**src/ac97_pkg.sv**
```systemverilog
// Shared definitions for the AC97 controller link
// Frame geometry, codec register map, sequencer states
// and the packed structs passed between the blocks

package ac97_pkg;

	localparam int frame_bits    = 256;
	localparam int tag_bits      = 16;
	localparam int slot_bits     = 20;
	localparam int sync_high_end = 14;  // Sync falls after this tag bit
	localparam int level_bits    = 4;
	localparam int num_channels  = 3;
	localparam int addr_bits     = 7;
	localparam int data_bits     = 16;
	localparam int sum_bits      = 6;   // Three 4-bit levels never exceed 45

	// Tag plus slots 1 to 4, the only part of the frame that carries data
	localparam int head_bits = tag_bits + 4 * slot_bits;

	// Frame valid, slots 1 to 4 valid, everything else empty
	localparam logic [tag_bits-1:0] tag_pattern = 16'b1111_1000_0000_0000;

	// Codec register map
	localparam logic [addr_bits-1:0] reg_reset      = 7'h00;
	localparam logic [addr_bits-1:0] reg_master_vol = 7'h02;
	localparam logic [addr_bits-1:0] reg_pcm_vol    = 7'h18;
	localparam logic [addr_bits-1:0] reg_power      = 7'h26;
	localparam logic [addr_bits-1:0] reg_vid0       = 7'h7c;
	localparam logic [addr_bits-1:0] reg_vid1       = 7'h7e;

	localparam logic [data_bits-1:0] pcm_vol_0db = 16'h0808;  // Unmuted, 0 dB

	typedef logic [7:0] bit_cnt_t;
	typedef logic [slot_bits-1:0] slot_t;

	typedef enum logic [2:0] {
		cfg_reset,
		cfg_master_vol,
		cfg_pcm_vol,
		cfg_power,
		cfg_vid0,
		cfg_vid1
	} cfg_state_e;

	typedef struct packed {
		slot_t addr_slot;  // Read flag, address, 12 reserved zeros
		slot_t data_slot;  // Data word, 4 reserved zeros
	} codec_cmd_t;

	typedef struct packed {
		logic [level_bits-1:0] ch1;
		logic [level_bits-1:0] ch2;
		logic [level_bits-1:0] ch3;
	} ch_levels_t;

	// Enable bit 0 is ch1, bit 2 is ch3
	typedef struct packed {
		logic                    master;
		logic [num_channels-1:0] left_en;
		logic [num_channels-1:0] right_en;
		logic [level_bits-1:0]   shift;
	} mix_ctrl_t;

	typedef struct packed {
		slot_t left;
		slot_t right;
	} pcm_pair_t;

	typedef struct packed {
		codec_cmd_t cmd;
		pcm_pair_t  pcm;
	} frame_slots_t;

endpackage

```
**src/ac97_top.sv**
```systemverilog
// AC97 controller link top level
// Command sequencer and PCM mixer feed the slot latch,
// which the frame serializer sends out on the AC-link

module ac97_top
	import ac97_pkg::*;
(
	input  logic       ac97_bitclk,
	input  logic       rst_n,
	input  mix_ctrl_t  mix,
	input  ch_levels_t levels,
	output logic       ac97_sync,
	output logic       ac97_sdata_out,
	output logic       frame_start
);

	codec_cmd_t   cmd;
	pcm_pair_t    pcm;
	frame_slots_t slots;

	codec_cmd_seq seq_i (
		.ac97_bitclk (ac97_bitclk),
		.rst_n       (rst_n),
		.frame_start (frame_start),
		.cmd         (cmd)
	);

	pcm_mixer mixer_i (
		.mix    (mix),
		.levels (levels),
		.pcm    (pcm)
	);

	// Holds slots 1 to 4 for one whole frame
	slot_latch latch_i (
		.ac97_bitclk (ac97_bitclk),
		.rst_n       (rst_n),
		.frame_start (frame_start),
		.cmd         (cmd),
		.pcm         (pcm),
		.slots       (slots)
	);

	frame_serializer ser_i (
		.ac97_bitclk    (ac97_bitclk),
		.rst_n          (rst_n),
		.slots          (slots),
		.frame_start    (frame_start),
		.ac97_sync      (ac97_sync),
		.ac97_sdata_out (ac97_sdata_out)
	);

endmodule

```
**src/codec_cmd_seq.sv**
```systemverilog
// Codec command sequencer
// Power-up writes to reset, master and PCM volume, then a
// repeating cycle of status and vendor ID reads, one per frame

module codec_cmd_seq
	import ac97_pkg::*;
(
	input  logic       ac97_bitclk,
	input  logic       rst_n,
	input  logic       frame_start,
	output codec_cmd_t cmd
);

	cfg_state_e state;
	cfg_state_e state_nxt;

	// Packs one AC97 command into its two slots
	function automatic codec_cmd_t make_cmd(input logic rd,
	                                        input logic [addr_bits-1:0] addr,
	                                        input logic [data_bits-1:0] data);
		codec_cmd_t c;
		c.addr_slot = {rd, addr, 12'h000};
		c.data_slot = {data, 4'h0};
		return c;
	endfunction

	always_comb begin
		case (state)
			cfg_reset:      state_nxt = cfg_master_vol;
			cfg_master_vol: state_nxt = cfg_pcm_vol;
			cfg_pcm_vol:    state_nxt = cfg_power;
			cfg_power:      state_nxt = cfg_vid0;
			cfg_vid0:       state_nxt = cfg_vid1;
			default:        state_nxt = cfg_power;  // Read loop restarts
		endcase
	end

	always_ff @(posedge ac97_bitclk or negedge rst_n) begin
		if (!rst_n) begin
			state <= cfg_reset;
		end else if (frame_start) begin
			state <= state_nxt;
		end
	end

	// Writes carry rd = 0, reads have an empty data slot
	always_comb begin
		case (state)
			cfg_reset:      cmd = make_cmd(1'b0, reg_reset, 16'h0000);
			cfg_master_vol: cmd = make_cmd(1'b0, reg_master_vol, 16'h0000);
			cfg_pcm_vol:    cmd = make_cmd(1'b0, reg_pcm_vol, pcm_vol_0db);
			cfg_power:      cmd = make_cmd(1'b1, reg_power, 16'h0000);
			cfg_vid0:       cmd = make_cmd(1'b1, reg_vid0, 16'h0000);
			default:        cmd = make_cmd(1'b1, reg_vid1, 16'h0000);
		endcase
	end

endmodule

```
**src/frame_serializer.sv**
```systemverilog
// AC-link frame serializer
// Bit counter, sync generation, frame start strobe and
// serial data selection for the tag and slots 1 to 4

module frame_serializer
	import ac97_pkg::*;
(
	input  logic         ac97_bitclk,
	input  logic         rst_n,
	input  frame_slots_t slots,
	output logic         frame_start,
	output logic         ac97_sync,
	output logic         ac97_sdata_out
);

	bit_cnt_t bit_cnt;

	logic [head_bits-1:0] head;
	logic [head_bits-1:0] head_shift;

	// Bit position on the link wraps at the frame length
	always_ff @(posedge ac97_bitclk or negedge rst_n) begin
		if (!rst_n) begin
			bit_cnt <= '0;
		end else begin
			bit_cnt <= bit_cnt + 8'd1;
		end
	end

	assign frame_start = (bit_cnt == '0);

	// High across the tag and over the last bit of the previous frame
	always_comb begin
		ac97_sync = 1'b0;
		if (int'(bit_cnt) <= sync_high_end) begin
			ac97_sync = 1'b1;
		end
		if (int'(bit_cnt) == frame_bits - 1) begin
			ac97_sync = 1'b1;
		end
	end

	// Tag then slots 1 to 4 in transmit order
	assign head = {tag_pattern, slots};

	assign head_shift = head << bit_cnt;  // Current bit lands in the MSB

	// Slots 5 to 12 shift out as zeros
	assign ac97_sdata_out = head_shift[head_bits-1];

endmodule

```
**src/pcm_mixer.sv**
```systemverilog
// PCM mixer for the left and right output slots
// Sums the enabled channel levels per side and scales by the volume shift

module pcm_mixer
	import ac97_pkg::*;
(
	input  mix_ctrl_t  mix,
	input  ch_levels_t levels,
	output pcm_pair_t  pcm
);

	slot_t left_mix;
	slot_t right_mix;

	// One side of the mix, the shift keeps only the low slot bits
	function automatic slot_t mix_side(input logic [num_channels-1:0] en,
	                                   input ch_levels_t lv,
	                                   input logic [level_bits-1:0] sh);
		logic [sum_bits-1:0] sum;
		slot_t wide;
		sum = '0;
		if (en[0]) begin
			sum = sum + sum_bits'(lv.ch1);
		end
		if (en[1]) begin
			sum = sum + sum_bits'(lv.ch2);
		end
		if (en[2]) begin
			sum = sum + sum_bits'(lv.ch3);
		end
		wide = slot_bits'(sum);
		return wide << sh;
	endfunction

	always_comb begin
		left_mix  = mix_side(mix.left_en, levels, mix.shift);
		right_mix = mix_side(mix.right_en, levels, mix.shift);
	end

	// Master enable silences both sides
	always_comb begin
		if (mix.master) begin
			pcm.left  = left_mix;
			pcm.right = right_mix;
		end else begin
			pcm.left  = '0;
			pcm.right = '0;
		end
	end

endmodule

```
**src/slot_latch.sv**
```systemverilog
// Frame slot holding register
// Captures the command and PCM words together at frame start
// so that one frame never mixes old and new data

module slot_latch
	import ac97_pkg::*;
(
	input  logic         ac97_bitclk,
	input  logic         rst_n,
	input  logic         frame_start,
	input  codec_cmd_t   cmd,
	input  pcm_pair_t    pcm,
	output frame_slots_t slots
);

	frame_slots_t slots_q;

	always_ff @(posedge ac97_bitclk or negedge rst_n) begin
		if (!rst_n) begin
			slots_q <= '0;
		end else if (frame_start) begin
			slots_q.cmd <= cmd;  // Loaded at the end of bit 0
			slots_q.pcm <= pcm;
		end
	end

	assign slots = slots_q;

endmodule

```
**config.mk**
```make
export PLATFORM = sky130hd
export DESIGN_NAME = ac97_top
export DESIGN_NICKNAME = d
export VERILOG_FILES = /design/src/ac97_pkg.sv /design/src/ac97_top.sv /design/src/codec_cmd_seq.sv /design/src/frame_serializer.sv /design/src/pcm_mixer.sv /design/src/slot_latch.sv
export SDC_FILE = /design/constraint.sdc
export NUM_CORES = 1
export LEC_CHECK = 0
export ABC_AREA = 1
export BUFFER_PORTS_ARGS = -buffer_cell sky130_fd_sc_hd__buf_4
export CAP_MARGIN = 20
export CORE_MARGIN = 2
export CORE_UTILIZATION = 50
export CTS_CLUSTER_SIZE = 16
export DETAILED_ROUTE_END_ITERATION = 8
export GPL_TIMING_DRIVEN = 0
export PLACE_DENSITY = 0.77
export SYNTH_ARGS = -nofsm -noshare
export SYNTH_HDL_FRONTEND = slang
export SYNTH_SLANG_ARGS = --single-unit
export TNS_END_PERCENT = 100
```
**constraint.sdc**
```tcl
create_clock -name ac97_bitclk -period 2.1 [get_ports ac97_bitclk]
set_clock_uncertainty 0.15 [all_clocks]
set_input_delay 0.315 -clock ac97_bitclk [delete_from_list [all_inputs] [get_ports ac97_bitclk]]
set_output_delay 0.315 -clock ac97_bitclk [all_outputs]
set_load 0.05 [all_outputs]
```
### Word level (Yosys, flattened, before mapping)

Index checks and enable logic that the tools add are counted.

* output and inout bits: 3
* logic and storage cells: 33
* register bits: 91

* eq/ne operators: 5
* reduce and logical (&&, ||, !) cells: 2
* add/subtract/negate cells: 5
* shifts and indexed selects: 3
* magnitude comparators: 1
* mux-type cells: 11

Operators by type and width (number)
* 40-bit case mux with 5 select lines: 1
* 96-bit by 8-bit << shifter with 96-bit output: 1
* 40-bit 2-to-1 mux: 1
* 6-bit by 4-bit << shifter with 20-bit output: 2
* 6-bit 2-to-1 mux: 4
* 6-bit by 4-bit adder with 6-bit output: 2
* 3-bit case mux with 4 select lines: 1
* 4-bit by 4-bit adder with 5-bit output: 2
* 8-bit by 1-bit adder with 8-bit output, second input constant: 1
* 8-bit by 1-bit == test with 1-bit output, second input constant: 1
* 8-bit by 4-bit <= comparator with 1-bit output, second input constant: 1
* 8-bit zero test: 1
* 4-bit 2-to-1 mux: 2
* 3-bit by 2-bit == test with 1-bit output, second input constant: 2
* 3-bit by 1-bit == test with 1-bit output, second input constant: 1
* 3-bit == test, second input constant: 1
* 3-bit zero test: 1
* 1-bit 2-to-1 mux: 2

### Logic depth before layout (Yosys ltp)

* word-level depth: 7
* depth in mapped cells: 23

### Modules after synthesis

A second synthesis with hierarchy kept.

* cells, all modules: 1010
* area total of the unflattened synthesis: 6551.3 µm²

Modules (own cells, without submodules)
* slot_latch: times used 1, cells an instance 338, seq. area each 2001.9 µm², area each 3052.9 µm²
* pcm_mixer: times used 1, cells an instance 349, seq. area each 0.0 µm², area each 1739.2 µm²
* frame_serializer: times used 1, cells an instance 264, seq. area each 200.2 µm², area each 1331.3 µm²
* codec_cmd_seq: times used 1, cells an instance 59, seq. area each 75.1 µm², area each 427.9 µm²

### Worst setup path after synthesis

No wires, ideal clock.

* path type: input-to-reg
* from: input levels[8] in the netlist's numbering
* to: register latch_i.slots_q, in the netlist latch_i.slots[27]
* data required time: 1.833 ns
* data arrival time: 2.563 ns
* setup slack: -0.730 ns
* stages: 21
* setup time: 0.117 ns
* path buffers: 0
* path through: nand2_1 inv_1 ha_1 inv_1 fa_1 inv_1 nand3_1 nand3_1 nand2_1 ha_1 a21oi_1 nand2_1 or2_2 nand2_1 nand2_1 nand3_1 nand3_1 nand2_1 nand2_1 nand3_1 nand2_1

* cells in the longest elaborated chain, start to end: 7

Ends and longest elaborated chain
* start: declaration: RTL line ac97_top.sv:11 `input ch_levels_t levels,`
* 4-bit 2-to-1 mux *: RTL line pcm_mixer.sv:22 `if (en[0]) begin`
* 4-bit by 4-bit adder with 5-bit output: RTL line pcm_mixer.sv:26 `sum = sum + sum_bits'(lv.ch2);`
* 6-bit 2-to-1 mux *: RTL line pcm_mixer.sv:25 `if (en[1]) begin`
* 6-bit by 4-bit adder with 6-bit output: RTL line pcm_mixer.sv:29 `sum = sum + sum_bits'(lv.ch3);`
* 6-bit 2-to-1 mux *: RTL line pcm_mixer.sv:28 `if (en[2]) begin`
* 6-bit by 4-bit << shifter with 20-bit output *: RTL line pcm_mixer.sv:32 `return wide << sh;`
* 40-bit 2-to-1 mux *: RTL line pcm_mixer.sv:42 `if (mix.master) begin`
* end: declaration: RTL line slot_latch.sv:16 `frame_slots_t slots_q;`

Every way passes the cells marked *; elsewhere a longest branch is shown, timed or not.
A chain may end at the register's enable or synchronous reset.

### Final worst setup path

* from: input levels[8] in the netlist's numbering
* to: register latch_i.slots_q, in the netlist latch_i.slots[19]

The elaborated chain is that of the path after synthesis.

==> metrics.md <==
| Metric | Value |
|---|---|
| Synth Cell Area | about 4300 um^2 |
| CTS clock-pin slew for the worst setup and hold paths | about 0.09 ns |
| Number of port buffers | 23 |
| Final Cell Area | 5820 um^2 |
| Leading area contributor after synthesis | dfrtp_1 |
| TritonCTS clock tree | done |
| First-pass GRT wire length | roughly 21000 um |
| Worst path cell trace | buf_12, nand2_8, inv_4, ha_4, inv_2, fa_2, inv_2, nand3_2, nand3_2, nand2_2, ha_4, nand3_2, nand2_2, nand2_2, a21oi_2, nand3_2, o21ai_2, nand2_2, o31ai_2 |
| Detail Route Antenna Nets | 0 |
| Fmax | roughly 370 MHz |
| Synth warn | 0 |
| Syn Nets | around 670 |
| Peak VDD IR | just under 0.3 mV |
| TritonCTS Sinks | 56 |
| Failing checks | negative setup slack |
| Placed inst area | ~4800 um^2 |
| Routed wire length | 13700 um |
| Clock Root Buffer | clkbuf_8 |
| CTS buffer count | 5 |
| R2r endpoint | latch_i.slots[2] |
| WHS Path Cells | 4 |
| Total number of vias | around 4700 |
| Worst slew pin tran | around 0.7 ns |
| Top cells by count, synth | nand2_1, nand3_1, inv_1, dfrtp_1, nor2_1 |
| Async set-reset flop share out of synthesis | 100% |
| Status | finished, violations left |
| Routability cong. | between 0.9 and 1 |
| DRC | 0 |
| Sequential cell area fraction in the yosys report | between 30 and 40% |
| Vias in the first global route | ~4400 |
| Synth Instances | between 600 and 700 |
| Setup Crit Path Kind | input port to flop |
| Final nets | between 700 and 800 |
| Crit. End Element | flop |
| Clk_lat worst skew | 0.31 ns |
| Largest net degree at the start of global routing | between 50 and 60 |
| I/O Pins | 28 |
| Crit start category | input port |
| Core area | 8260 um^2 |
| Max cap viols | 0 |
| CP Max Fanout | 4 |
| Final setup viols | 42 |
| Die ar. | roughly 9300 um^2 |
| Clk buf depth | 2 |
| Delay-heaviest family, CP | simple AND/OR/NAND/NOR gates |
| Starting density of the core | 51.6% |
| Period Utilization, post-route | 130% |
| Total GRT Usage | just under 30% |
| PwrDens | about 480 nW/um^2 |
| Share of cells above drive strength 1 | between 30 and 40% |
| Die height | 96.3 um |
| Hold Path Sink | latch_i.slots[11] |
| Hpwl dp | between 9000 and 10000 um |
| FF-to-FF Start | ser_i.bit_cnt[1] |
| Vias per std cell | between 5 and 6 |
| WP data required | about 2.2 ns |
| Drt first pass iters | 5 |
| Max Slew Vio Count | 0 |
| Max-Slew Margin vs Limit | roughly 53% |
| RSZ-0062 raised after global routing | true |
| CP Data Arrival Time | 2.80 ns |
| Min Hold Slack | roughly 0.2 ns |
| Max incr delay on CP | approximately 0.38 ns |
| Worst Reg2Reg Path Length in Cells | 10 |
| Average routed wire per standard cell | about 17 um |
| Reg2reg setup slack | -0.22 ns |
| P_leak | ~2.7 nW |
| Dpl ws | -1.03 ns |
| Worst path buffer plus inverter count | 4 |
| Ys flop type | dfrtp_1 |
| Slowest-stage cell, CP | fa_2 |
| H-tree Lvls | 2 |
| Register bit total from synthesis | 56 |
| Area growth syn-to-layout | 36.6% |
| Final setup margin | -0.628 ns |
| Tmin final | between 2 and 3 ns |
| Initial antenna violation count | 0 |
| Top cells by area, synth | dfrtp_1, nand2_1, nand3_1, o21ai_0, inv_1 |
| Average size of a mapped cell | 6.88 um^2 |
| Post-synth EDFFs | 0 |
| ANT cells | 0 |
| Hold Crit Class | input port to flop |
| Unique masters post-synth | 37 |
| # fillers | about 640 |
| Most common cell in the netlist | nand2_1 |
| Hold Path Origin | mix[3] |
| Rows | 33 |
| Grt total ovfl | 0 |
| Area share of the largest cell type after synthesis | between 30% and 40% |
| Final hold vios | 0 |
| Die X | 96.3 um |
| DRT iter0 DRCs | 320 |
==> metal layers <==
layer	wire, um	global-route usage (%)	vias to the layer above	share of wire [%]
met5	0	0	-	0
met4	551	11.2	0	4.0
met3	731	3.29	53	5.4
met2	6770	51.4	195	50
met1	5590	37.7	2234	41
li1	-	-	2172	-
==> worst min-delay path: stages <==
cell	delay, ns
buf_4	0.15
nand2_1	0.07
nand2_1	0.06
nand2_1	0.04
==> report_power, final <==
part / leakage (nW) / internal (W) / switching (W) / total (W)
registers: 0.747 / 0.00111 / 0.0000180 / 0.00113
clock network: 0.0642 / 0.000470 / 0.000350 / 0.000820
logic: 1.91 / 0.000328 / 0.000497 / 0.000824
total: 2.72 / 0.00191 / 0.000865 / 0.00277
==> placed cells by master (no fill, tap or decap), types with 10 or more instances in the layout <==
cell type,netlist,routed
a21oi_1,19,13
buf_2,12,10
buf_4,2,47
dfrtp_1,56,54
ha_4,0,10
inv_1,57,48
nand2_1,177,142
nand2_2,6,38
nand3_1,81,29
nand3_2,9,58
nand4_1,12,12
nor2_1,45,39
o21ai_0,44,17
o21ai_1,14,31
o21ai_2,4,10
==> per-stage QoR <==
step	std cells	power, W	util, %	TNS, ns
final	787	0.00277	70.5	-19.67
after global routing	787	0.00289	70.5	-24.84
after CTS	775	0.00269	66.7	-17.05
after detailed placement	748	0.00176	57.8	-36.30
after global placement	748	0.00174	57.8	-34.32
after floorplan	620	0.00157	-	-17.44
==> state kept, by name (all words and copies together) (netlist names) <==
| name | count |
|---|---|
| latch_i.slots | 45 |
| seq_i.state | 3 |
| ser_i.bit_cnt | 8 |
==> worst max-delay path by stage <==
stage	startpoint	endpoint	slack, ns	depth (start not counted)
finish	levels[8]	latch_i.slots[19]	-0.63	19
global route	levels[8]	latch_i.slots[11]	-0.73	21
CTS	levels[8]	latch_i.slots[14]	-0.49	22
detailed placement	levels[8]	latch_i.slots[14]	-1.03	21
global placement	levels[8]	latch_i.slots[14]	-0.97	21
floorplan	mix[4]	latch_i.slots[14]	-0.53	18
==> repair_timing <==
action,in CTS,in global routing
pin swaps,55,41
endpoints found under the hold margin,56,0
buffers inserted,19,12
gates cloned,0,1
resized for setup,116,61
hold buffers,1,0
endpoints found under the setup margin,51,44
==> logic make-up (layout without fill, tap and decap cells) <==
kind of cell | Yosys count | in the layout | synth area share (%)
xor gates and xnor gates | 8 | 8 | 1.64
AOI/OAI and AO/OA | 100 | 100 | 13.5
DFF | 56 | 56 | 32.9
adders and majority gates | 21 | 21 | 6.87
and+or+nand+nor | 343 | 343 | 36.0
buffers and inverters | 90 | 152 | 8.63
muxes | 2 | 2 | 0.470
==> area by class of cell <==
cell class / instances / area, um^2 / share of cell area, %
inverter: 61 / 249 / 4.28
multi-input combinational: 474 / 3220 / 55.3
tap: 105 / 131 / 2.26
clock buffer: 5 / 68.8 / 1.18
sequential: 56 / 1400 / 24.1
timing repair buffer: 55 / 479 / 8.23
clock inverter: 2 / 60.1 / 1.03
buffer: 29 / 208 / 3.57
Note: power is estimated with default switching activity, not from simulation.
